File: src/source/mips_pkg.sv
package mips_pkg;

    // Widths
    localparam int WORD_W      = 32;
    localparam int REG_ADDR_W  = 5;
    localparam int IMEM_ADDR_W = 8;
    localparam int IMM_W       = 16;
    localparam int FUNCT_W     = 6;
    localparam int OPCODE_W    = 6;

    typedef logic [WORD_W-1:0]      word_t;
    typedef logic [REG_ADDR_W-1:0]  reg_addr_t;
    typedef logic [IMEM_ADDR_W-1:0] imem_addr_t;
    typedef logic [IMM_W-1:0]       imm_t;
    typedef logic [FUNCT_W-1:0]     funct_t;
    typedef logic [OPCODE_W-1:0]    opcode_t;

    // Instruction field LSB positions
    localparam int OP_LSB    = 26;
    localparam int RS_LSB    = 21;
    localparam int RT_LSB    = 16;
    localparam int RD_LSB    = 11;
    localparam int IMM_LSB   = 0;
    localparam int FUNCT_LSB = 0;

    localparam opcode_t OP_RTYPE = 6'h00;
    localparam opcode_t OP_ADDI  = 6'h08;
    localparam opcode_t OP_ANDI  = 6'h0c;
    localparam opcode_t OP_ORI   = 6'h0d;
    localparam opcode_t OP_LUI   = 6'h0f;

    localparam funct_t FN_ADDU = 6'h21;
    localparam funct_t FN_SUBU = 6'h23;
    localparam funct_t FN_AND  = 6'h24;
    localparam funct_t FN_OR   = 6'h25;
    localparam funct_t FN_SLT  = 6'h2a;

    typedef enum logic [2:0] {
        ALU_ADD, ALU_SUB, ALU_AND, ALU_OR, ALU_SLT, ALU_LUI
    } alu_op_e;

endpackage

File: src/source/id_ex_bus.sv
interface id_ex_bus;
    import mips_pkg::*;

    word_t     op_a;
    word_t     op_b;
    word_t     imm_ext;
    reg_addr_t rs_addr;
    reg_addr_t rt_addr;
    reg_addr_t dest;
    alu_op_e   alu_op;
    logic      use_imm;
    logic      reg_write;

    // Decode owns the ID/EX latch
    modport decode (
        output op_a, op_b, imm_ext,
        output rs_addr, rt_addr, dest,
        output alu_op, use_imm, reg_write
    );

    modport execute (
        input op_a, op_b, imm_ext,
        input rs_addr, rt_addr, dest,
        input alu_op, use_imm, reg_write
    );

endinterface

File: src/source/register_file.sv
module register_file (
    input  logic                i_clk,
    input  logic                i_rst,
    input  logic                i_step,
    input  mips_pkg::reg_addr_t i_rs_addr,
    input  mips_pkg::reg_addr_t i_rt_addr,
    input  logic                i_wb_write,
    input  mips_pkg::reg_addr_t i_wb_addr,
    input  mips_pkg::word_t     i_wb_data,
    input  mips_pkg::reg_addr_t i_dbg_addr,
    output mips_pkg::word_t     o_rs_data,
    output mips_pkg::word_t     o_rt_data,
    output mips_pkg::word_t     o_dbg_data
);
    import mips_pkg::*;

    word_t regs [32];

    // Same read path for all three ports, pending write wins
    function automatic word_t read_port(input reg_addr_t addr);
        if (addr == '0) begin
            return '0;
        end
        if (i_wb_write && (addr == i_wb_addr)) begin
            return i_wb_data;
        end
        return regs[addr];
    endfunction

    always_ff @(posedge i_clk) begin
        if (i_rst) begin
            for (int i = 0; i < 32; i++) begin
                regs[i] <= '0;
            end
        end else if (i_step && i_wb_write && (i_wb_addr != '0)) begin
            regs[i_wb_addr] <= i_wb_data;
        end
    end

    assign o_rs_data  = read_port(i_rs_addr);
    assign o_rt_data  = read_port(i_rt_addr);
    assign o_dbg_data = read_port(i_dbg_addr);

endmodule

File: src/source/decode_stage.sv
module decode_stage (
    input  logic                i_clk,
    input  logic                i_rst,
    input  logic                i_step,
    input  mips_pkg::word_t     i_instr,
    input  logic                i_wb_write,
    input  mips_pkg::reg_addr_t i_wb_addr,
    input  mips_pkg::word_t     i_wb_data,
    input  mips_pkg::reg_addr_t i_dbg_addr,
    output mips_pkg::word_t     o_dbg_data,
    id_ex_bus.decode            o_id_ex
);
    import mips_pkg::*;

    opcode_t   opcode;
    funct_t    funct;
    reg_addr_t rs;
    reg_addr_t rt;
    reg_addr_t rd;
    imm_t      imm;
    word_t     rs_data;
    word_t     rt_data;

    alu_op_e   rtype_op;
    logic      rtype_ok;
    alu_op_e   alu_op;
    logic      use_imm;
    logic      dst_rd;
    logic      valid;
    word_t     imm_ext;
    reg_addr_t dest;
    logic      reg_write;

    assign opcode = i_instr[OP_LSB +: OPCODE_W];
    assign rs     = i_instr[RS_LSB +: REG_ADDR_W];
    assign rt     = i_instr[RT_LSB +: REG_ADDR_W];
    assign rd     = i_instr[RD_LSB +: REG_ADDR_W];
    assign imm    = i_instr[IMM_LSB +: IMM_W];
    assign funct  = i_instr[FUNCT_LSB +: FUNCT_W];

    register_file regfile_i (
        .i_clk      (i_clk),
        .i_rst      (i_rst),
        .i_step     (i_step),
        .i_rs_addr  (rs),
        .i_rt_addr  (rt),
        .i_wb_write (i_wb_write),
        .i_wb_addr  (i_wb_addr),
        .i_wb_data  (i_wb_data),
        .i_dbg_addr (i_dbg_addr),
        .o_rs_data  (rs_data),
        .o_rt_data  (rt_data),
        .o_dbg_data (o_dbg_data)
    );

    // ALU control from funct
    always_comb begin
        rtype_op = ALU_ADD;
        rtype_ok = 1'b1;
        case (funct)
            FN_ADDU: rtype_op = ALU_ADD;
            FN_SUBU: rtype_op = ALU_SUB;
            FN_AND:  rtype_op = ALU_AND;
            FN_OR:   rtype_op = ALU_OR;
            FN_SLT:  rtype_op = ALU_SLT;
            default: rtype_ok = 1'b0;
        endcase
    end

    // Main control
    always_comb begin
        alu_op  = ALU_ADD;
        use_imm = 1'b1;
        dst_rd  = 1'b0;
        valid   = 1'b1;
        imm_ext = {{16{imm[15]}}, imm};
        case (opcode)
            OP_RTYPE: begin
                alu_op  = rtype_op;
                use_imm = 1'b0;
                dst_rd  = 1'b1;
                valid   = rtype_ok;
            end
            OP_ADDI: alu_op = ALU_ADD;
            OP_ANDI: begin
                alu_op  = ALU_AND;
                imm_ext = {16'b0, imm};
            end
            OP_ORI: begin
                alu_op  = ALU_OR;
                imm_ext = {16'b0, imm};
            end
            OP_LUI: begin
                alu_op  = ALU_LUI;
                imm_ext = {imm, 16'b0};
            end
            default: valid = 1'b0;
        endcase
    end

    assign dest      = dst_rd ? rd : rt;
    assign reg_write = valid && (dest != '0);

    // ID/EX latch
    always_ff @(posedge i_clk) begin
        if (i_rst) begin
            o_id_ex.op_a      <= '0;
            o_id_ex.op_b      <= '0;
            o_id_ex.imm_ext   <= '0;
            o_id_ex.rs_addr   <= '0;
            o_id_ex.rt_addr   <= '0;
            o_id_ex.dest      <= '0;
            o_id_ex.alu_op    <= ALU_ADD;
            o_id_ex.use_imm   <= 1'b0;
            o_id_ex.reg_write <= 1'b0;
        end else if (i_step) begin
            o_id_ex.op_a      <= rs_data;
            o_id_ex.op_b      <= rt_data;
            o_id_ex.imm_ext   <= imm_ext;
            o_id_ex.rs_addr   <= rs;
            o_id_ex.rt_addr   <= rt;
            o_id_ex.dest      <= dest;
            o_id_ex.alu_op    <= alu_op;
            o_id_ex.use_imm   <= use_imm;
            o_id_ex.reg_write <= reg_write;
        end
    end

endmodule

File: src/flat_wrapper.sv
// flat-port wrapper written by rule: the top's interface ports become plain ports
module decode_stage_flat import mips_pkg::*;
  (i_clk, i_rst, i_step, i_instr, i_wb_write, i_wb_addr, i_wb_data, i_dbg_addr, o_dbg_data, o_id_ex_op_a, o_id_ex_op_b, o_id_ex_imm_ext, o_id_ex_rs_addr, o_id_ex_rt_addr, o_id_ex_dest, o_id_ex_alu_op, o_id_ex_use_imm, o_id_ex_reg_write);
  id_ex_bus o_id_ex_i ();
  input  logic i_clk;
  input  logic i_rst;
  input  logic i_step;
  input  mips_pkg::word_t i_instr;
  input  logic i_wb_write;
  input  mips_pkg::reg_addr_t i_wb_addr;
  input  mips_pkg::word_t i_wb_data;
  input  mips_pkg::reg_addr_t i_dbg_addr;
  output mips_pkg::word_t o_dbg_data;
  output wire logic [$bits(o_id_ex_i.op_a)-1:0] o_id_ex_op_a;
  output wire logic [$bits(o_id_ex_i.op_b)-1:0] o_id_ex_op_b;
  output wire logic [$bits(o_id_ex_i.imm_ext)-1:0] o_id_ex_imm_ext;
  output wire logic [$bits(o_id_ex_i.rs_addr)-1:0] o_id_ex_rs_addr;
  output wire logic [$bits(o_id_ex_i.rt_addr)-1:0] o_id_ex_rt_addr;
  output wire logic [$bits(o_id_ex_i.dest)-1:0] o_id_ex_dest;
  output wire logic [$bits(o_id_ex_i.alu_op)-1:0] o_id_ex_alu_op;
  output wire logic [$bits(o_id_ex_i.use_imm)-1:0] o_id_ex_use_imm;
  output wire logic [$bits(o_id_ex_i.reg_write)-1:0] o_id_ex_reg_write;
  assign o_id_ex_op_a = o_id_ex_i.op_a;
  assign o_id_ex_op_b = o_id_ex_i.op_b;
  assign o_id_ex_imm_ext = o_id_ex_i.imm_ext;
  assign o_id_ex_rs_addr = o_id_ex_i.rs_addr;
  assign o_id_ex_rt_addr = o_id_ex_i.rt_addr;
  assign o_id_ex_dest = o_id_ex_i.dest;
  assign o_id_ex_alu_op = o_id_ex_i.alu_op;
  assign o_id_ex_use_imm = o_id_ex_i.use_imm;
  assign o_id_ex_reg_write = o_id_ex_i.reg_write;
  decode_stage u_core (.i_clk(i_clk), .i_rst(i_rst), .i_step(i_step), .i_instr(i_instr), .i_wb_write(i_wb_write), .i_wb_addr(i_wb_addr), .i_wb_data(i_wb_data), .i_dbg_addr(i_dbg_addr), .o_dbg_data(o_dbg_data), .o_id_ex(o_id_ex_i));
endmodule
File: config.mk
export PLATFORM = sky130hd
export DESIGN_NAME = decode_stage_flat
export DESIGN_NICKNAME = d
export VERILOG_FILES = /design/src/source/mips_pkg.sv /design/src/source/id_ex_bus.sv /design/src/source/register_file.sv /design/src/source/decode_stage.sv /design/src/flat_wrapper.sv
export SDC_FILE = /design/constraint.sdc
export NUM_CORES = 2
export LEC_CHECK = 0
export BUFFER_PORTS_ARGS = -buffer_cell sky130_fd_sc_hd__buf_2
export CAP_MARGIN = 20
export CORE_MARGIN = 2
export CORE_UTILIZATION = 55
export CTS_BUF_LIST = sky130_fd_sc_hd__clkbuf_4
export DETAILED_ROUTE_END_ITERATION = 16
export PLACE_DENSITY = 0.8
export SLEW_MARGIN = 15
export SYNTH_ARGS = -nofsm -noshare
export SYNTH_HDL_FRONTEND = slang
export SYNTH_SLANG_ARGS = --single-unit
File: constraint.sdc
create_clock -name i_clk -period 3.46 [get_ports i_clk]
set_clock_uncertainty 0.05 [all_clocks]
set_input_delay 0.173 -clock i_clk [delete_from_list [all_inputs] [get_ports i_clk]]
set_output_delay 0.173 -clock i_clk [all_outputs]
set_load 0.01 [all_outputs]
# After elaboration in Yosys (flattened, before gate mapping)
# Memories as Yosys holds them, arrays and structs flattened.
# Cells that the tools add are included.
[word_totals]
regBits = 116
ram_bits = 1024
inputBits = 78
out_inout_bits = 148
wordCells = 75
n_memories = 1
[classes]
eq_ne = 12
n_mux = 37
n_reduce_logical = 16
[memory_table]
columns = ["memory", "words", "word_bits", "read_ports", "rd_clocked_by_memory_dff", "write_ports", "line", "source"]
rows = [
  ["u_core.regfile_i.regs", 32, 32, 3, 0, 32, "register_file.sv:17", "word_t regs [32];"],
]
[op_table]
columns = ["operator", "n"]
rows = [
  ["two-way mux 32 bit", 13],
  ["case mux 32 bit (2 select lines)", 1],
  ["OR reduction 32 bit", 1],
  ["== test 6 bit, second input constant", 5],
  ["== test 6 x 4 -> 1 bit, second input constant", 4],
  ["case mux 3 bit (4 select lines)", 2],
  ["two-way mux 1 bit", 18],
  ["== test 5 bit", 3],
  ["logical NOT 5 bit", 3],
  ["two-way mux 5 bit", 2],
  ["nonzero test 5 bit", 2],
  ["logical AND 1 bit", 6],
  ["logical NOT 6 bit", 1],
  ["OR reduction 5 bit", 1],
  ["OR reduction 4 bit", 1],
  ["case mux 1 bit (2 select lines)", 1],
  ["OR reduction 2 bit", 1],
]

# Depth between registers and ports, before layout
[logic_depth]
word_depth = 7
depth_mapped = 9
depth_no_buf = 5

# Hierarchy
# From an unflattened synthesis, not the netlist that was laid out.
[unflattened]
cells_unflattened = 5000
area_unflattened_um2 = 67659.9
[modules_own_cells]
columns = ["module", "n_inst", "cells_each", "area_per_inst_um2", "seq_area_each_um2"]
rows = [
  ["register_file", 1, 4557, 63359.5, 30749.5],
  ["decode_stage", 1, 443, 4300.4, 2322.2],
]

# Worst setup path after synthesis
# No wires, ideal clock.
[synth_path]
kind = "in2reg"
from = "input port i_step"
to = "memory u_core.regfile_i.regs[20][0] (netlist bit), enable pin"
setup_time_ns = 0.375
arrival_time_ns = 1.789
t_required_ns = 3.035
path_slack_ns = 1.246
stages = 7
n_path_buf = 2
path_cell_list = "nor2b_1 > buf_2 > nand2_1 > or4b_1 > clkbuf_1 > nor2_1 > or2_2"
[synth_rtl]
columns = ["element", "line", "source"]
rows = [
  ["start: declaration", "flat_wrapper.sv:7", "input logic i_step;"],
  ["end: declaration", "register_file.sv:17", ""],
]

==> results.cfg <==
[run_status]
status = complete, but fails checks
failed_checks = setup timing

[cts]
cts_sinks = 1140
cts_tree = done
cts.path.max_buffers = 4
clock-root-buffer = clkbuf_4
cts_buffers = 322
ctsHtreeMaxLevel = 5
path_clk_slew_ps = 70
clkLatencyLatePin_ps = 1350

[synthesis]
async_flop_share_pct = 0
synth_flop_cell = edfxtp_1
synth_area_per_cell_um2 = 14.9
ys_types = 70
synth_cells = 4465
ys_warn_count = 0
seq_area_frac_synth_pct = 49.9
synth_edf_count = 1024
synth_seq_cells = 1140
syn-cell-area_um2 = 66300

[worst_setup_path]
cp.required_ps = 3240
end_kind = output pin
reg2reg_from = u_core.regfile_i.regs[27][0]
r2r_end = u_core.o_id_ex.op_b[0]
cp_slowest_cell = mux4_2
cp-endpoint = o_dbg_data[0]
cp-start-kind = flop
critPathMaxStageDelay_ps = 540
cp_common_cell = a22o_1
worstPathCellList = mux4_2 > a22o_1 > a221oi_4 > a22o_1 > nor2_4 > buf_6
cp.arrival_ps = 3380
r2r_slack_ps = 1000
crit_start = u_core.regfile_i.regs[19][0]
crit_fanout = 3
crit_type = flop to output pin
r2r_cells = 5

[floorplan]
die_w_um = 351
coreArea_um2 = 120000
dieArea_um2 = 123000
ios = 226
start_util_pct = 55.3
rows = 127
fp.dieH_um = 351

[sta]
rsz0062_at_grt = yes
drv_slew = 0
layout_setup_ws_ps = -141
fin_crit_ps = 3600
final-setup-viol-count = 8
relSlewSlack_pct = 15.0
worstMarginPinSlew_ps = 1270
holdWs_ps = 94.8
fin_tns_setup_ps = -306
fin_crit_sh_pct = 104
finalHoldViolations = 0
fmax_mhz = 278

[route]
vias_per_cell = 7.52
drt-total-wl_um = 250000
dr.pass1.iters = 10
drc_errors = 0
drt_iter0_markers = 10642
wire_per_inst_um = 36.6
vias = 51326
ant_nets = 0

[worst_hold_path]
min_path_type = input pin to flop
hold_path_startpoint = i_wb_data[13]

[global_route]
antenna_found_initial = 21
gr-total-overflow = 0
track_usage_pct = 40.5
grt_pass1_wl_um = 352000
grt_pass1_vias = 50736
grt_max_degree = 117

[final_layout]
fin_nets = 5057
syn_to_final_growth_pct = 15.0
drive_above_1_share_pct = 36.1
final_cell_mix = edfxtp_1, and2_1, mux4_2
fin_cells = 6822
nFillCells = 8394
final_core_util_pct = 63.7
final_common_cell = edfxtp_1

[power_and_ir_drop]
p_leak_uw = 0.0267
peakVddDrop_uv = 441
power_density_nw_per_um2 = 447

[place]
dp_hpwl_um = 148000
dpl.cell_count = 6057
port_buffers = 225
gp_congestion = 0.979

[flow_run]
drv_cap = 0
worst max-delay path, delay by kind of cell, from the launching register on:
kind | cells | cell delay [ps]
AO/OA/AOI/OAI | 3 | 820
buffers and inverters | 1 | 140
flip-flops | 1 | 430
multiplexers | 1 | 540
AND/OR/NAND/NOR | 1 | 90
worst min-delay path by stage:
| stage | end | slack, ps | cells after the start |
|---|---|---|---|
| floorplan | u_core.o_id_ex.op_a[0] | 260 | 1 |
| global placement | u_core.o_id_ex.imm_ext[9] | 400 | 2 |
| detailed placement | u_core.o_id_ex.imm_ext[15] | 400 | 2 |
| CTS | u_core.o_id_ex.op_b[26] | 3 | 7 |
| global route | u_core.regfile_i.regs[10][13] | 80 | 3 |
| finish | u_core.regfile_i.regs[10][13] | 90 | 3 |
cells in the mapped netlist, types with 35 or more instances:
library cell / instances / area [µm²]
edfxtp_1: 1024 / 30700
mux2i_1: 83 / 831
nand2b_1: 40 / 250
o21ai_1: 38 / 190
buf_1: 37 / 139
and2_1: 996 / 6230
nand2_1: 90 / 338
mux4_2: 782 / 17600
a22oi_1: 83 / 623
dfxtp_1: 116 / 2320
nor2_1: 71 / 267
a221o_1: 35 / 350
nand3_1: 60 / 300
clkbuf_1: 308 / 1160
o22ai_1: 110 / 688
buf_2: 127 / 636
through the flow:
| stage | area [µm²] | setup slack, ps | total power, µW |
|---|---|---|---|
| final | 76300 | -141 | 34100 |
| after global routing | 76200 | -134 | 34900 |
| after CTS | 76200 | -101 | 33700 |
| after detailed placement | 70100 | 196 | 21700 |
| after global placement | 70100 | 199 | 21500 |
| after floorplan | 66400 | 1250 | 19700 |
cells by family after synthesis:
kind of cell,after synthesis,share of synthesized area [%]
and+or+nand+nor,1372,12.3
DFF,1140,49.9
muxes,899,28.4
AOI/OAI and AO/OA,522,5.77
buffers and inverters,515,3.47
xor gates and xnor gates,16,0.211
other,1,0.00566
metal layers:
metal | wire length (µm) | vias to the layer above | global-route usage, %
met5 | 209 | - | 0.589
met4 | 19400 | 18 | 26.5
met3 | 46700 | 1478 | 20.0
met2 | 108000 | 5923 | 58.6
met1 | 75100 | 24867 | 47.8
li1 | - | 19040 | -
state kept, by name (all words and copies together), names as in the netlist:
register                  cells
u_core.o_id_ex.op_a          32
u_core.regfile_i.regs      1024
u_core.o_id_ex.alu_op         3
u_core.o_id_ex.op_b          32
u_core.o_id_ex.use_imm        1
u_core.o_id_ex.dest           5
u_core.o_id_ex.rt_addr        5
u_core.o_id_ex.imm_ext       32
u_core.o_id_ex.reg_write      1
u_core.o_id_ex.rs_addr        5
what timing repair did:
| item | CTS | global route |
|---|---|---|
| gates resized for setup | 30 | 17 |
| hold endpoints to repair | 1225 | 0 |
| setup buffers | 7 | 1 |
| setup endpoints to repair | 14 | 15 |
| hold buffers | 205 | 0 |
| pin swaps | 7 | 7 |
where the power goes:
part | internal (µW) | switching, µW
Sequential | 15800 | 607
Clock | 6130 | 5950
Combinational | 2520 | 3120
area by class of cell:
class	count	area [µm²]	area share (%)
diodes	19	47.5	0.0623
well taps	1612	2020	2.64
flip-flops and latches	1140	33100	43.4
clock buffers	460	3450	4.53
multi-input cells	2841	31600	41.4
inverters	4	15.0	0.0197
repair buffers	670	5740	7.53
clock inverters	76	320	0.420
(Power assumes the default switching activity.)
