### config.mk
export PLATFORM = sky130hd
export DESIGN_NAME = execute_stage_flat
export DESIGN_NICKNAME = d
export VERILOG_FILES = /design/src/source/mips_pkg.sv /design/src/source/id_ex_bus.sv /design/src/source/execute_stage.sv /design/src/flat_wrapper.sv
export SDC_FILE = /design/constraint.sdc
export NUM_CORES = 1
export LEC_CHECK = 0
export ABC_AREA = 1
export ABC_CLOCK_PERIOD_IN_PS = 7550
export BUFFER_PORTS_ARGS = -buffer_cell sky130_fd_sc_hd__buf_4
export CORE_MARGIN = 8
export CORE_UTILIZATION = 30
export CTS_CLUSTER_DIAMETER = 80
export DETAILED_ROUTE_END_ITERATION = 6
export PLACE_DENSITY = 0.52
export REMOVE_ABC_BUFFERS = 1
export SLEW_MARGIN = 15
export SYNTH_ARGS = -nofsm -noshare
export SYNTH_HDL_FRONTEND = slang
export SYNTH_SLANG_ARGS = --single-unit
### constraint.sdc
create_clock -name i_clk -period 7.55 [get_ports i_clk]
set_input_delay 0 -clock i_clk [delete_from_list [all_inputs] [get_ports i_clk]]
set_output_delay 0 -clock i_clk [all_outputs]
set_load 0.01 [all_outputs]
### src/source/mips_pkg.sv
package mips_pkg;

    // Widths
    localparam int WORD_W      = 32;
    localparam int REG_ADDR_W  = 5;
    localparam int IMEM_ADDR_W = 8;
    localparam int IMM_W       = 16;
    localparam int FUNCT_W     = 6;
    localparam int OPCODE_W    = 6;

    typedef logic [WORD_W-1:0]      word_t;
    typedef logic [REG_ADDR_W-1:0]  reg_addr_t;
    typedef logic [IMEM_ADDR_W-1:0] imem_addr_t;
    typedef logic [IMM_W-1:0]       imm_t;
    typedef logic [FUNCT_W-1:0]     funct_t;
    typedef logic [OPCODE_W-1:0]    opcode_t;

    // Instruction field LSB positions
    localparam int OP_LSB    = 26;
    localparam int RS_LSB    = 21;
    localparam int RT_LSB    = 16;
    localparam int RD_LSB    = 11;
    localparam int IMM_LSB   = 0;
    localparam int FUNCT_LSB = 0;

    localparam opcode_t OP_RTYPE = 6'h00;
    localparam opcode_t OP_ADDI  = 6'h08;
    localparam opcode_t OP_ANDI  = 6'h0c;
    localparam opcode_t OP_ORI   = 6'h0d;
    localparam opcode_t OP_LUI   = 6'h0f;

    localparam funct_t FN_ADDU = 6'h21;
    localparam funct_t FN_SUBU = 6'h23;
    localparam funct_t FN_AND  = 6'h24;
    localparam funct_t FN_OR   = 6'h25;
    localparam funct_t FN_SLT  = 6'h2a;

    typedef enum logic [2:0] {
        ALU_ADD, ALU_SUB, ALU_AND, ALU_OR, ALU_SLT, ALU_LUI
    } alu_op_e;

endpackage

### src/source/id_ex_bus.sv
interface id_ex_bus;
    import mips_pkg::*;

    word_t     op_a;
    word_t     op_b;
    word_t     imm_ext;
    reg_addr_t rs_addr;
    reg_addr_t rt_addr;
    reg_addr_t dest;
    alu_op_e   alu_op;
    logic      use_imm;
    logic      reg_write;

    // Decode owns the ID/EX latch
    modport decode (
        output op_a, op_b, imm_ext,
        output rs_addr, rt_addr, dest,
        output alu_op, use_imm, reg_write
    );

    modport execute (
        input op_a, op_b, imm_ext,
        input rs_addr, rt_addr, dest,
        input alu_op, use_imm, reg_write
    );

endinterface

### src/source/execute_stage.sv
module execute_stage (
    input  logic                i_clk,
    input  logic                i_rst,
    input  logic                i_step,
    id_ex_bus.execute           i_id_ex,
    output logic                o_wb_write,
    output mips_pkg::reg_addr_t o_wb_addr,
    output mips_pkg::word_t     o_wb_data
);
    import mips_pkg::*;

    logic      wb_write_q;
    reg_addr_t wb_addr_q;
    word_t     wb_data_q;

    logic      wb_live;
    logic      fwd_a;
    logic      fwd_b;
    word_t     src_a;
    word_t     src_b;
    word_t     alu_b;
    word_t     alu_result;

    // Forwarding from the EX/WB latch
    assign wb_live = wb_write_q && (wb_addr_q != '0);
    assign fwd_a   = wb_live && (wb_addr_q == i_id_ex.rs_addr);
    assign fwd_b   = wb_live && (wb_addr_q == i_id_ex.rt_addr);

    assign src_a = fwd_a ? wb_data_q : i_id_ex.op_a;
    assign src_b = fwd_b ? wb_data_q : i_id_ex.op_b;

    // Second operand select
    assign alu_b = i_id_ex.use_imm ? i_id_ex.imm_ext : src_b;

    always_comb begin
        case (i_id_ex.alu_op)
            ALU_ADD: alu_result = src_a + alu_b;
            ALU_SUB: alu_result = src_a - alu_b;
            ALU_AND: alu_result = src_a & alu_b;
            ALU_OR:  alu_result = src_a | alu_b;
            // Signed compare
            ALU_SLT: alu_result = {31'b0, $signed(src_a) < $signed(alu_b)};
            // Immediate already shifted up in decode
            ALU_LUI: alu_result = alu_b;
            default: alu_result = '0;
        endcase
    end

    // EX/WB latch
    always_ff @(posedge i_clk) begin
        if (i_rst) begin
            wb_write_q <= 1'b0;
            wb_addr_q  <= '0;
            wb_data_q  <= '0;
        end else if (i_step) begin
            wb_write_q <= i_id_ex.reg_write;
            wb_addr_q  <= i_id_ex.dest;
            wb_data_q  <= alu_result;
        end
    end

    assign o_wb_write = wb_write_q;
    assign o_wb_addr  = wb_addr_q;
    assign o_wb_data  = wb_data_q;

endmodule

### src/flat_wrapper.sv
// flat-port wrapper written by rule: the top's interface ports become plain ports
module execute_stage_flat import mips_pkg::*;
  (i_clk, i_rst, i_step, o_wb_write, o_wb_addr, o_wb_data, i_id_ex_op_a, i_id_ex_op_b, i_id_ex_imm_ext, i_id_ex_rs_addr, i_id_ex_rt_addr, i_id_ex_dest, i_id_ex_alu_op, i_id_ex_use_imm, i_id_ex_reg_write);
  id_ex_bus i_id_ex_i ();
  input  logic i_clk;
  input  logic i_rst;
  input  logic i_step;
  output logic o_wb_write;
  output mips_pkg::reg_addr_t o_wb_addr;
  output mips_pkg::word_t o_wb_data;
  input wire logic [$bits(i_id_ex_i.op_a)-1:0] i_id_ex_op_a;
  input wire logic [$bits(i_id_ex_i.op_b)-1:0] i_id_ex_op_b;
  input wire logic [$bits(i_id_ex_i.imm_ext)-1:0] i_id_ex_imm_ext;
  input wire logic [$bits(i_id_ex_i.rs_addr)-1:0] i_id_ex_rs_addr;
  input wire logic [$bits(i_id_ex_i.rt_addr)-1:0] i_id_ex_rt_addr;
  input wire logic [$bits(i_id_ex_i.dest)-1:0] i_id_ex_dest;
  input wire logic [$bits(i_id_ex_i.alu_op)-1:0] i_id_ex_alu_op;
  input wire logic [$bits(i_id_ex_i.use_imm)-1:0] i_id_ex_use_imm;
  input wire logic [$bits(i_id_ex_i.reg_write)-1:0] i_id_ex_reg_write;
  assign i_id_ex_i.op_a = i_id_ex_op_a;
  assign i_id_ex_i.op_b = i_id_ex_op_b;
  assign i_id_ex_i.imm_ext = i_id_ex_imm_ext;
  assign i_id_ex_i.rs_addr = i_id_ex_rs_addr;
  assign i_id_ex_i.rt_addr = i_id_ex_rt_addr;
  assign i_id_ex_i.dest = i_id_ex_dest;
  assign i_id_ex_i.alu_op = i_id_ex_alu_op;
  assign i_id_ex_i.use_imm = i_id_ex_use_imm;
  assign i_id_ex_i.reg_write = i_id_ex_reg_write;
  execute_stage u_core (.i_clk(i_clk), .i_rst(i_rst), .i_step(i_step), .i_id_ex(i_id_ex_i), .o_wb_write(o_wb_write), .o_wb_addr(o_wb_addr), .o_wb_data(o_wb_data));
endmodule
-- Word-level counts from Yosys, hierarchy flattened
Cells that the tools add are included.
- word-level logic and storage cells: 24
- bits of input ports: 119
- register bits after elaboration: 38
- output and inout port bits: 38
- $add $sub $neg: 2
- order comparisons: 1
- reduce and logical (&&, ||, !) cells: 5
- bitwise logic cells: 2
- eq/ne operators: 7
- multiplexer cells: 4
- operators with widths (kind ; number):
    $pmux 32 s6 ; 1
    $mux 32 ; 3
    $add 32x32->32 ; 1
    $and 32x32->32 ; 1
    $lt 32x32->1 ; 1
    $or 32x32->32 ; 1
    $sub 32x32->32 ; 1
    $eq 5x5->1 ; 2
    $eq 3x2->1 const B ; 2
    $eq 3x3->1 const B ; 2
    $reduce_bool 5->1 ; 1
    $eq 3x1->1 const B ; 1
    $logic_and 1x1->1 ; 3
    $logic_not 3->1 ; 1

-- Logic depth before layout (Yosys ltp)
Gate-level depths: netlist (run 1).
- depth after elaboration: 7
- gate-level depth with buffers: 30
- mapped depth without buffers: 28

-- Least setup slack after synthesis (run 1)
OpenSTA, ideal clock, no wires.
- kind: register -> register
- from: register u_core.wb_addr_q[1] (netlist: u_core.o_wb_addr[1])
- to: register u_core.wb_data_q[20] (netlist: u_core.o_wb_data[20])
- library setup time: 132 ps
- data required time: 7418 ps
- cell stages (with the launch flop): 24
- path buffers: 1
- slack: 4382 ps
- arrival time: 3036 ps
- clock period less this slack: 3168 ps
- cells stage by stage: dfxtp_1 -> nor2_1 -> nand4_1 -> nand2_1 -> inv_2 -> nand4_2 -> clkbuf_1 -> nand2_1 -> o21ai_0 -> inv_1 -> ha_1 -> inv_1 -> fa_1 -> nand2_1 -> nand2_1 -> and2_1 -> nand2_1 -> nand3b_1 -> nand2_1 -> nand3_1 -> nand3_1 -> nand2_1 -> o21ai_1 -> a21oi_1
- cells in the longest elaborated chain, start to end: 7
- elaborated cells on any way between the ends: 14
- those cells by class: 2 x add/sub; 2 x eq/ne; 4 x mux; 2 x bitwise; 4 x reduce/logical
- ends and longest elaborated chain (item ; line ; text):
    start: declaration ; execute_stage.sv:13 ; reg_addr_t wb_addr_q;
    start signal: assignment ; execute_stage.sv:57 ; wb_addr_q <= i_id_ex.dest;
    $reduce_bool 5->1 ; execute_stage.sv:25 ; assign wb_live = wb_write_q && (wb_addr_q != '0);
    $logic_and 1x1->1 ; execute_stage.sv:25 ;
    $logic_and 1x1->1 ; execute_stage.sv:27 ; assign fwd_b = wb_live && (wb_addr_q == i_id_ex.rt_addr);
    $mux 32 ; execute_stage.sv:30 ; assign src_b = fwd_b ? wb_data_q : i_id_ex.op_b;
    $mux 32 ; execute_stage.sv:33 ; assign alu_b = i_id_ex.use_imm ? i_id_ex.imm_ext : src_b;
    $sub 32x32->32 (tied with other cells) ; execute_stage.sv:38 ; ALU_SUB: alu_result = src_a - alu_b;
    $pmux 32 s6 * ; execute_stage.sv:36 ; case (i_id_ex.alu_op)
    end signal: assignment ; execute_stage.sv:58 ; wb_data_q <= alu_result;
    end: declaration ; execute_stage.sv:14 ; word_t wb_data_q;
Mark *: on every way between the ends. The rest lies on a longest branch, timed or not.
A chain may end at the register's enable or synchronous reset.

-- Worst setup path in the final report (run 1)
- from: register u_core.wb_addr_q[1] (netlist: u_core.o_wb_addr[1])
- to: register u_core.wb_data_q[31] (netlist: u_core.o_wb_data[31])
Same word-level chain as after synthesis.

==> results of run 1 <==
==> layout make-up <==
cell class	instances	share of cell area, %
sequential	38	6.92
inverter	346	11.9
multi-input combinational	1359	63.9
timing repair buffer	168	11.6
clock buffer	7	1.21
tap	402	4.57
==> registers in the layout, summed over array words and instances (netlist names) <==
register / cells
u_core.o_wb_write: 1
u_core.o_wb_data: 32
u_core.o_wb_addr: 5
==> worst max-delay path, stage by stage (launching register included) <==
cell	delay [ns]
dfxtp_1	0.44
nor2_1	0.08
nand4_1	0.07
nand2_1	0.06
inv_2	0.38
nand4_4	0.85
o21ai_0	0.75
ha_1	0.43
nor2_1	0.34
nand2_1	0.24
inv_1	0.12
nand3_1	0.12
nand2_1	0.22
nand2_1	0.11
nand2_1	0.11
nand2_1	0.08
nand3_1	0.09
nand3_1	0.08
nand3_1	0.10
nand2_1	0.05
a21oi_1	0.13
==> synthesized netlist by cell type, types with 7 or more instances <==
master / instances
a21oi_1: 107
buf_2: 29
nor2_1: 135
and2_1: 8
nand2_1: 620
or2_2: 16
clkbuf_1: 23
inv_2: 7
nor3_1: 21
ha_1: 104
inv_1: 338
o21bai_1: 16
nand3_1: 160
o21ai_0: 76
o21ai_2: 11
dfxtp_1: 38
o21ai_1: 12
nand4_1: 14
==> path summary, 6_finish.rpt <==
path / cells after the start / slack, ns / end
max: 20 / 2.58 / u_core.o_wb_data[31]
min: 5 / 0.1 / u_core.o_wb_data[7]
max reg2reg: 20 / 2.58 / u_core.o_wb_data[31]
min reg2reg: 2 / 0.49 / u_core.o_wb_write
==> layer usage <==
metal / wire length [µm] / vias to the layer above / part of all wire (%) / track usage, %
met3: 1820 / 26 / 4.4 / 2.34
met4: 605 / 0 / 1.5 / 5.03
met2: 18300 / 281 / 44 / 35.7
li1: - / 5807 / - / -
met1: 20500 / 5100 / 50 / 30.9
met5: 0 / - / 0 / 0
==> cells by family after synthesis <==
logic type / count (synthesis) / share of synthesized area (%)
and+or+nand+nor: 1001 / 45.0
buffers and inverters: 411 / 17.4
AOI/OAI and AO/OA: 243 / 14.4
adders and majority gates: 106 / 14.3
DFF: 38 / 8.09
xor gates and xnor gates: 9 / 0.838
==> per-stage QoR <==
step	cells	hold WS, ns	cell area, µm²	worst slack [ns]
after global placement	2307	0.263	10800	2.62
after global routing	2320	0.137	11000	2.05
after detailed placement	2307	0.261	10800	2.63
after floorplan	1743	0.0624	9070	3.73
final	2320	0.0972	11000	2.58
after CTS	2320	0.0961	11000	2.60
==> where the power goes <==
part	internal, µW	switching, µW
Combinational	250	500
Clock	122	121
Sequential	214	17.5
==> results.json, run 1 <==
{
  "status": "completed",
  "crit_arrival_ns": 5.22,
  "drtIter0Drc": 674,
  "nNetsFinal": 2143,
  "startpoint_type": "flip-flop",
  "core_area_um2": 31200,
  "p_total_uw": 1230,
  "dr_total_vias": 11200,
  "dp_hpwl_mm": 33.0,
  "die_area_um2": 37300,
  "cts_setup_buffers": 0,
  "tightestPinTransition_ns": 1.06,
  "area_delta_synth_final_pct": 17.0,
  "cts_resized": 0,
  "hp-start": "i_id_ex_imm_ext[7]",
  "boundaryPins": 157,
  "path_class": "reg2reg",
  "fin_crit_sh_pct": 65.8,
  "hold_viol": 0,
  "dr.pass1.iters": 5,
  "antenna_found_initial": 0,
  "synthesis.area_um2": 9400,
  "gp_congestion": 0.941,
  "grtUsageTotal_pct": 22.0,
  "yosys.area.top_type_share_pct": 24.7,
  "synthTopCellsByArea": "nand2_1, ha_1, inv_1, nand3_1, dfxtp_1",
  "die_h_um": 193,
  "cts_buffers": 5,
  "post-route-util_pct": 35.2,
  "synth_edf_count": 0,
  "syn_avg_cell_area_um2": 5.20,
  "drive_gt1_share_pct": 11.9,
  "post-route-drc-count": 0,
  "initial_core_util_pct": 30.1,
  "yosysUniqueCellTypes": 45,
  "seq_area_frac_synth_pct": 8.09,
  "final_common_cell": "nand2_1",
  "numPortBuffers": 156,
  "fin_setup_tns_ns": 0,
  "cts-root-buf": "clkbuf_16",
  "cts_max_path_buffers": 2,
  "max_slew_margin_pct": 29.2,
  "yosys_warnings": 0,
  "synthCells": 1808,
  "num_rows": 65,
  "synth_flop_cell": "dfxtp_1",
  "slew_viol_final": 0,
  "overflow": 0,
  "p_leak_uw": 0.00627,
  "final_cell_mix": "nand2_1, inv_1, buf_4",
  "ctsHtreeMaxLevel": 2,
  "cap_violations": 0,
  "finClkSkew_ns": 0.0106,
  "grt_pass1_vias": 10800,
  "multi_input_area_um2": 7020,
  "drtAntennaViolNets": 0,
  "ir_drop_mv": 0.0704,
  "r2r-start": "u_core.o_wb_addr[1]",
  "antenna_cells": 0,
  "post-route-min-period_ns": 4.97,
  "regArea_um2": 761,
  "synth-seq-cells": 38,
  "clock-sinks": 38,
  "cp-startpoint": "u_core.o_wb_addr[1]",
  "synth_largest_area_cell": "nand2_1",
  "die_w_um": 193,
  "grt_pass1_wl_mm": 62.2,
  "clkSlewWorstSetupHoldPaths_ns": 0.08,
  "setup_viol": 0,
  "cts_tree": "done",
  "path_max_fanout": 64,
  "cp.required_ns": 7.80,
  "power.density_nw_per_um2": 111,
  "vias_per_cell": 4.83,
  "grt_max_degree": 65,
  "fillCellCount": 3687,
  "cp-end-kind": "flip-flop",
  "clock_latency_ns": 0.32,
  "rsz0062_at_grt": "false",
  "holdBufCountCts": 6,
  "fmax_mhz": 201,
  "async_flop_share_pct": 0,
  "wl_per_cell_um": 17.8,
  "hp-class": "in2reg",
  "drt-total-wl_mm": 41.3
}
Note: power is estimated with default switching activity, not from simulation.
==> inputs of run 2 (changes only) <==
--- a/config.mk
+++ b/config.mk
@@ -6,7 +6,7 @@
 export NUM_CORES = 1
 export LEC_CHECK = 0
 export ABC_AREA = 1
-export ABC_CLOCK_PERIOD_IN_PS = 7550
+export ABC_CLOCK_PERIOD_IN_PS = 4800
 export BUFFER_PORTS_ARGS = -buffer_cell sky130_fd_sc_hd__buf_4
 export CORE_MARGIN = 8
 export CORE_UTILIZATION = 30
==> constraint.sdc (replaced) <==
create_clock -name i_clk -period 4.8 [get_ports i_clk]
set_input_delay 0 -clock i_clk [delete_from_list [all_inputs] [get_ports i_clk]]
set_output_delay 0 -clock i_clk [all_outputs]
set_load 0.01 [all_outputs]
==> run 2 against run 1 <==
Via count decreased by 0.45%. Register-to-register slack worse by 2.1 ns. Wire length fell by 0.54%. Highest routed layer unchanged. Total power grew 63%. Critical endpoint unchanged. Largest cell class unchanged.
==> results.json, run 2 (same netlist as run 1, synthesis figures left out) <==
{
  "r2r_cells": 21,
  "p_leak_uw": 0.00630,
  "power.density_nw_per_um2": 180,
  "grtUsageTotal_pct": 22.0,
  "die_area_um2": 37300,
  "r2r-end": "u_core.o_wb_data[31]",
  "grt_pass1_wl_mm": 62.6,
  "gp_congestion": 0.949,
  "regToRegSetupSlack_ns": 0.53,
  "drive_gt1_share_pct": 12.3,
  "clock_latency_ns": 0.32,
  "initial_core_util_pct": 30.1,
  "final_common_cell": "nand2_1",
  "antenna_found_initial": 0,
  "finClkSkew_ns": 0.00886,
  "crit_arrival_ns": 4.52,
  "post-route-min-period_ns": 4.27,
  "nNetsFinal": 2148,
  "cts_max_path_buffers": 2,
  "wl_per_cell_um": 17.7,
  "final_design_area_no_fill_um2": 11100,
  "setup_viol": 0,
  "max_slew_margin_pct": 29.2,
  "numPortBuffers": 156,
  "slew_viol_final": 0,
  "drtAntennaViolNets": 0,
  "startpoint_type": "flip-flop",
  "hp-class": "in2reg",
  "die_w_um": 193,
  "final_cell_mix": "nand2_1, inv_1, buf_4",
  "cts_resized": 0,
  "fmax_mhz": 234,
  "path_class": "reg2reg",
  "cts-root-buf": "clkbuf_16",
  "core_area_um2": 31200,
  "min_path_cells": 5,
  "drtIter0Drc": 836,
  "placed_area_um2": 10800,
  "cp.required_ns": 5.05,
  "fillCellCount": 3654,
  "cp_top_family": "simple AND/OR/NAND/NOR gates",
  "placed_cells": 2312,
  "antenna_cells": 0,
  "area_delta_synth_final_pct": 17.8,
  "status": "completed",
  "overflow": 0,
  "slowest_stage": "dfxtp_1",
  "boundaryPins": 157,
  "vias_per_cell": 4.80,
  "drt-total-wl_mm": 41.1,
  "max_stage_delay_ns": 0.43,
  "ctsHtreeMaxLevel": 2,
  "fin_crit_sh_pct": 88.9,
  "dr_total_vias": 11200,
  "num_rows": 65,
  "hp-start": "i_id_ex_imm_ext[7]",
  "clkSlewWorstSetupHoldPaths_ns": 0.08,
  "tightestPinTransition_ns": 1.06,
  "r2r-start": "u_core.o_wb_addr[1]",
  "rsz0062_at_grt": "false",
  "hold_viol": 0,
  "path_buf_inv": 3,
  "path_max_fanout": 25,
  "largest_reg_flops": 32,
  "die_h_um": 193,
  "post-route-drc-count": 0,
  "dr.pass1.iters": 6,
  "cp-end-kind": "flip-flop",
  "grt_pass1_vias": 10900,
  "path_common_cell": "nand2_1",
  "cts_tree": "done",
  "holdBufCountCts": 6,
  "grt_max_degree": 43,
  "cts_setup_buffers": 0,
  "cap_violations": 0,
  "cp_cell_sequence": "nor2_1 -> nand4_1 -> nand2_1 -> inv_2 -> nand4_4 -> buf_4 -> o21ai_0 -> ha_1 -> nor2_1 -> nand2_1 -> inv_1 -> nand3_1 -> nand2_1 -> nand2_1 -> nand2_1 -> nand2_1 -> nand3_1 -> nand3_1 -> nand3_1 -> nand2_1 -> a21oi_1",
  "clock-sinks": 38,
  "fin_cells": 2326,
  "dp_hpwl_mm": 33.1,
  "ir_drop_mv": 0.128,
  "min_to": "u_core.o_wb_data[7]",
  "cts_buffers": 5,
  "fin_setup_tns_ns": 0
}
==> run 2: report_power, final <==
| group | switching (µW) | leakage [µW] | total, µW | internal (µW) |
|---|---|---|---|---|
| registers | 26.2 | 0.000311 | 363 | 337 |
| logic | 784 | 0.00591 | 1180 | 395 |
| clock network | 206 | 0.0000760 | 453 | 247 |
==> run 2: how the worst max path moves through the flow <==
stage	slack (ns)	depth (start not counted)	startpoint	to
2_1_floorplan	0.98	20	u_core.o_wb_addr[1]	u_core.o_wb_data[31]
3_3_place_gp	0.60	21	u_core.o_wb_addr[2]	u_core.o_wb_data[28]
3_5_place_dp	0.56	20	u_core.o_wb_addr[1]	u_core.o_wb_data[28]
4_1_cts	0.55	20	u_core.o_wb_addr[1]	u_core.o_wb_data[28]
5_1_grt	0.13	20	u_core.o_wb_addr[2]	u_core.o_wb_data[28]
6_report	0.53	21	u_core.o_wb_addr[1]	u_core.o_wb_data[31]
==> run 2: area by class of cell <==
| type | count | area [µm²] | share of cell area, % |
|---|---|---|---|
| inverters | 346 | 1300 | 11.8 |
| clock buffers | 5 | 125 | 1.13 |
| well taps | 402 | 503 | 4.54 |
| multi-input cells | 1359 | 7020 | 63.4 |
| repair buffers | 173 | 1310 | 11.9 |
| flip-flops and latches | 38 | 761 | 6.87 |
| clock inverters | 3 | 45.0 | 0.407 |
==> run 2: stage by stage <==
step,power (µW),hold WS [ns],worst slack (ns),util [%]
finish,2000,0.109,0.531,35.5
global route,2170,0.126,0.127,35.5
CTS,2010,0.0996,0.551,35.5
detailed placement,1540,0.267,0.565,34.7
global placement,1540,0.270,0.605,34.7
floorplan,1100,0.0624,0.976,-
==> run 2: per-layer routing <==
layer,track usage [%],share of wire (%)
met5,0,0
met4,5.38,2.0
met3,2.72,4.4
met2,35.5,44
met1,30.6,49
==> run 2: worst reg2reg max path, delay by kind of cell, from the launching register on <==
family                   cells  cell delay (ns)
flip-flops                   1             0.43
AND/OR/NAND/NOR             15             2.19
buffers and inverters        3             0.65
adder cells (fa/ha/maj)      1             0.41
AO/OA/AOI/OAI                2             0.52
==> inputs of run 3 (changes only) <==
--- a/config.mk
+++ b/config.mk
@@ -9,10 +9,10 @@
 export ABC_CLOCK_PERIOD_IN_PS = 4800
 export BUFFER_PORTS_ARGS = -buffer_cell sky130_fd_sc_hd__buf_4
 export CORE_MARGIN = 8
-export CORE_UTILIZATION = 30
+export CORE_UTILIZATION = 58
 export CTS_CLUSTER_DIAMETER = 80
 export DETAILED_ROUTE_END_ITERATION = 6
-export PLACE_DENSITY = 0.52
+export PLACE_DENSITY = 0.86
 export REMOVE_ABC_BUFFERS = 1
 export SLEW_MARGIN = 15
 export SYNTH_ARGS = -nofsm -noshare
==> run 3 against run 2 <==
Die area is 45% lower. Maximum frequency is 4.1% higher. Flip-flop and latch count stayed put. Critical path type unchanged. Total power is 1.6% higher.
==> results.json, run 3 (same netlist as run 1, synthesis figures left out) <==
{
  "final_design_area_no_fill_um2": 10800,
  "dp_hpwl_mm": 28.4,
  "die_area_um2": 20500,
  "dr_total_vias": 11900,
  "dr.pass1.iters": 6,
  "ctsHtreeMaxLevel": 2,
  "status": "completed",
  "grtUsageTotal_pct": 35.1,
  "holdWs_ns": 0.00472,
  "initial_core_util_pct": 59.2,
  "fin_cells": 2134,
  "post-route-util_pct": 68.2,
  "drt-total-wl_mm": 36.4,
  "clkSlewWorstSetupHoldPaths_ns": 0.07,
  "core_area_um2": 15900,
  "cts_tree": "done",
  "gp_congestion": 0.994,
  "fmax_mhz": 244,
  "drtAntennaViolNets": 0,
  "slew_viol_final": 0,
  "path_max_fanout": 33,
  "area_delta_synth_final_pct": 15.2,
  "clock_latency_ns": 0.31,
  "antenna_cells": 0,
  "cp_cell_sequence": "xnor2_1 -> nand2_2 -> nor2_8 -> nand2_8 -> clkinv_4 -> nand2_1 -> nand3_1 -> o21ai_0 -> inv_1 -> ha_1 -> nor2_1 -> nand2_1 -> nor2_1 -> nand2_1 -> nand3b_1 -> nand2_1 -> nand2_1 -> nand2_1 -> nand3_1 -> nand2_1 -> o21ai_1 -> a21oi_1",
  "p_leak_uw": 0.00630,
  "grt_pass1_vias": 11300,
  "power.density_nw_per_um2": 187,
  "antenna_found_initial": 0,
  "die_w_um": 143,
  "cp_top_family": "simple AND/OR/NAND/NOR gates",
  "setup_viol": 0,
  "hold_viol": 0,
  "path_class": "reg2reg",
  "final_cell_mix": "nand2_1, inv_1, buf_4",
  "die_h_um": 143,
  "crit_arrival_ns": 4.26,
  "fin_setup_tns_ns": 0,
  "largest_reg_flops": 32,
  "ir_drop_mv": 0.140,
  "drtIter0Drc": 1476,
  "wl_per_cell_um": 17.1,
  "max_slew_margin_pct": 32.2,
  "placed_area_um2": 10600,
  "numPortBuffers": 156,
  "overflow": 0,
  "grt_max_degree": 65,
  "fin_crit_sh_pct": 85.4,
  "cts_resized": 0,
  "cp.required_ns": 4.96,
  "startpoint_type": "flip-flop",
  "drive_gt1_share_pct": 12.1,
  "clock-sinks": 38,
  "num_rows": 46,
  "placed_cells": 2122,
  "post-route-min-period_ns": 4.10,
  "cts-root-buf": "clkbuf_16",
  "slowest_stage": "dfxtp_1",
  "cp-end-kind": "flip-flop",
  "tightestPinTransition_ns": 1.01,
  "hp-class": "in2reg",
  "cts_buffers": 5,
  "boundaryPins": 157,
  "cap_violations": 0,
  "final_common_cell": "nand2_1",
  "grt_pass1_wl_mm": 56.8,
  "post-route-drc-count": 0,
  "vias_per_cell": 5.58,
  "cts_max_path_buffers": 2,
  "finClkSkew_ns": 0.00917,
  "path_common_cell": "nand2_1",
  "nNetsFinal": 2142,
  "max_stage_delay_ns": 0.43,
  "rsz0062_at_grt": "false",
  "path_buf_inv": 2
}
run 3: cell count changes in the layout (fill, tap and decap cells not counted):
cell	delta
nand4_2	+1
nor3_4	+1
dlygate4sd3_1	-2
buf_12	+1
buf_4	-5
clkbuf_8	+1
nor3_2	-1
bufinv_16	+1
clkinvlp_4	-2
nand4_4	-1
run 3: cell type report:
| cell class | count | area, µm² |
|---|---|---|
| multi-input cells | 1359 | 7020 |
| fillers | 1534 | 5050 |
| inverters | 346 | 1300 |
| repair buffers | 167 | 1280 |
| flip-flops and latches | 38 | 761 |
| well taps | 216 | 270 |
| clock buffers | 6 | 139 |
| clock inverters | 2 | 60.1 |
run 3: routing by layer:
layer	wire [µm]	global-route usage [%]	part of all wire, %	vias to the layer above
met2	16000	56.5	44	675
met3	4120	6.77	11	95
met5	0	0	0	-
met1	15000	45.3	41	5326
li1	-	-	-	5803
met4	1210	13.3	3.3	0
run 3: power by group:
| part | leakage, µW | switching, µW | internal, µW | total (µW) |
|---|---|---|---|---|
| Clock | 0.0000971 | 185 | 314 | 499 |
| Sequential | 0.000311 | 27.3 | 337 | 364 |
| Combinational | 0.00589 | 771 | 393 | 1160 |
run 3: path summary, 6_finish.rpt:
check	from	cells past startpoint	end	slack (ns)
setup reg to reg	u_core.o_wb_addr[2]	22	u_core.o_wb_data[20]	0.70
hold / removal	i_id_ex_dest[0]	3	u_core.o_wb_addr[0]	0.005
setup / recovery	u_core.o_wb_addr[2]	22	u_core.o_wb_data[20]	0.70
hold reg to reg	u_core.o_wb_write	2	u_core.o_wb_write	0.48
run 3: repair_timing:
action / in CTS / in global routing
hold buffers: 4 / 0
endpoints found under the setup margin: 0 / 0
endpoints found under the hold margin: 4 / 0
setup buffers: 0 / 0
run 3: stage by stage:
stage	worst slack [ns]	total power (µW)
floorplan	0.976	1100
global placement	0.961	1470
detailed placement	0.860	1490
CTS	0.849	1990
global route	0.427	2160
finish	0.699	2030
run 3: worst reg2reg max path, delay by kind of cell, from the launching register on:
family | cells | cell delay [ns]
and+or+nand+nor | 15 | 2.17
buffers and inverters | 2 | 0.42
DFF | 1 | 0.43
AOI/OAI and AO/OA | 3 | 0.44
adders and majority gates | 1 | 0.33
xor gates and xnor gates | 1 | 0.16
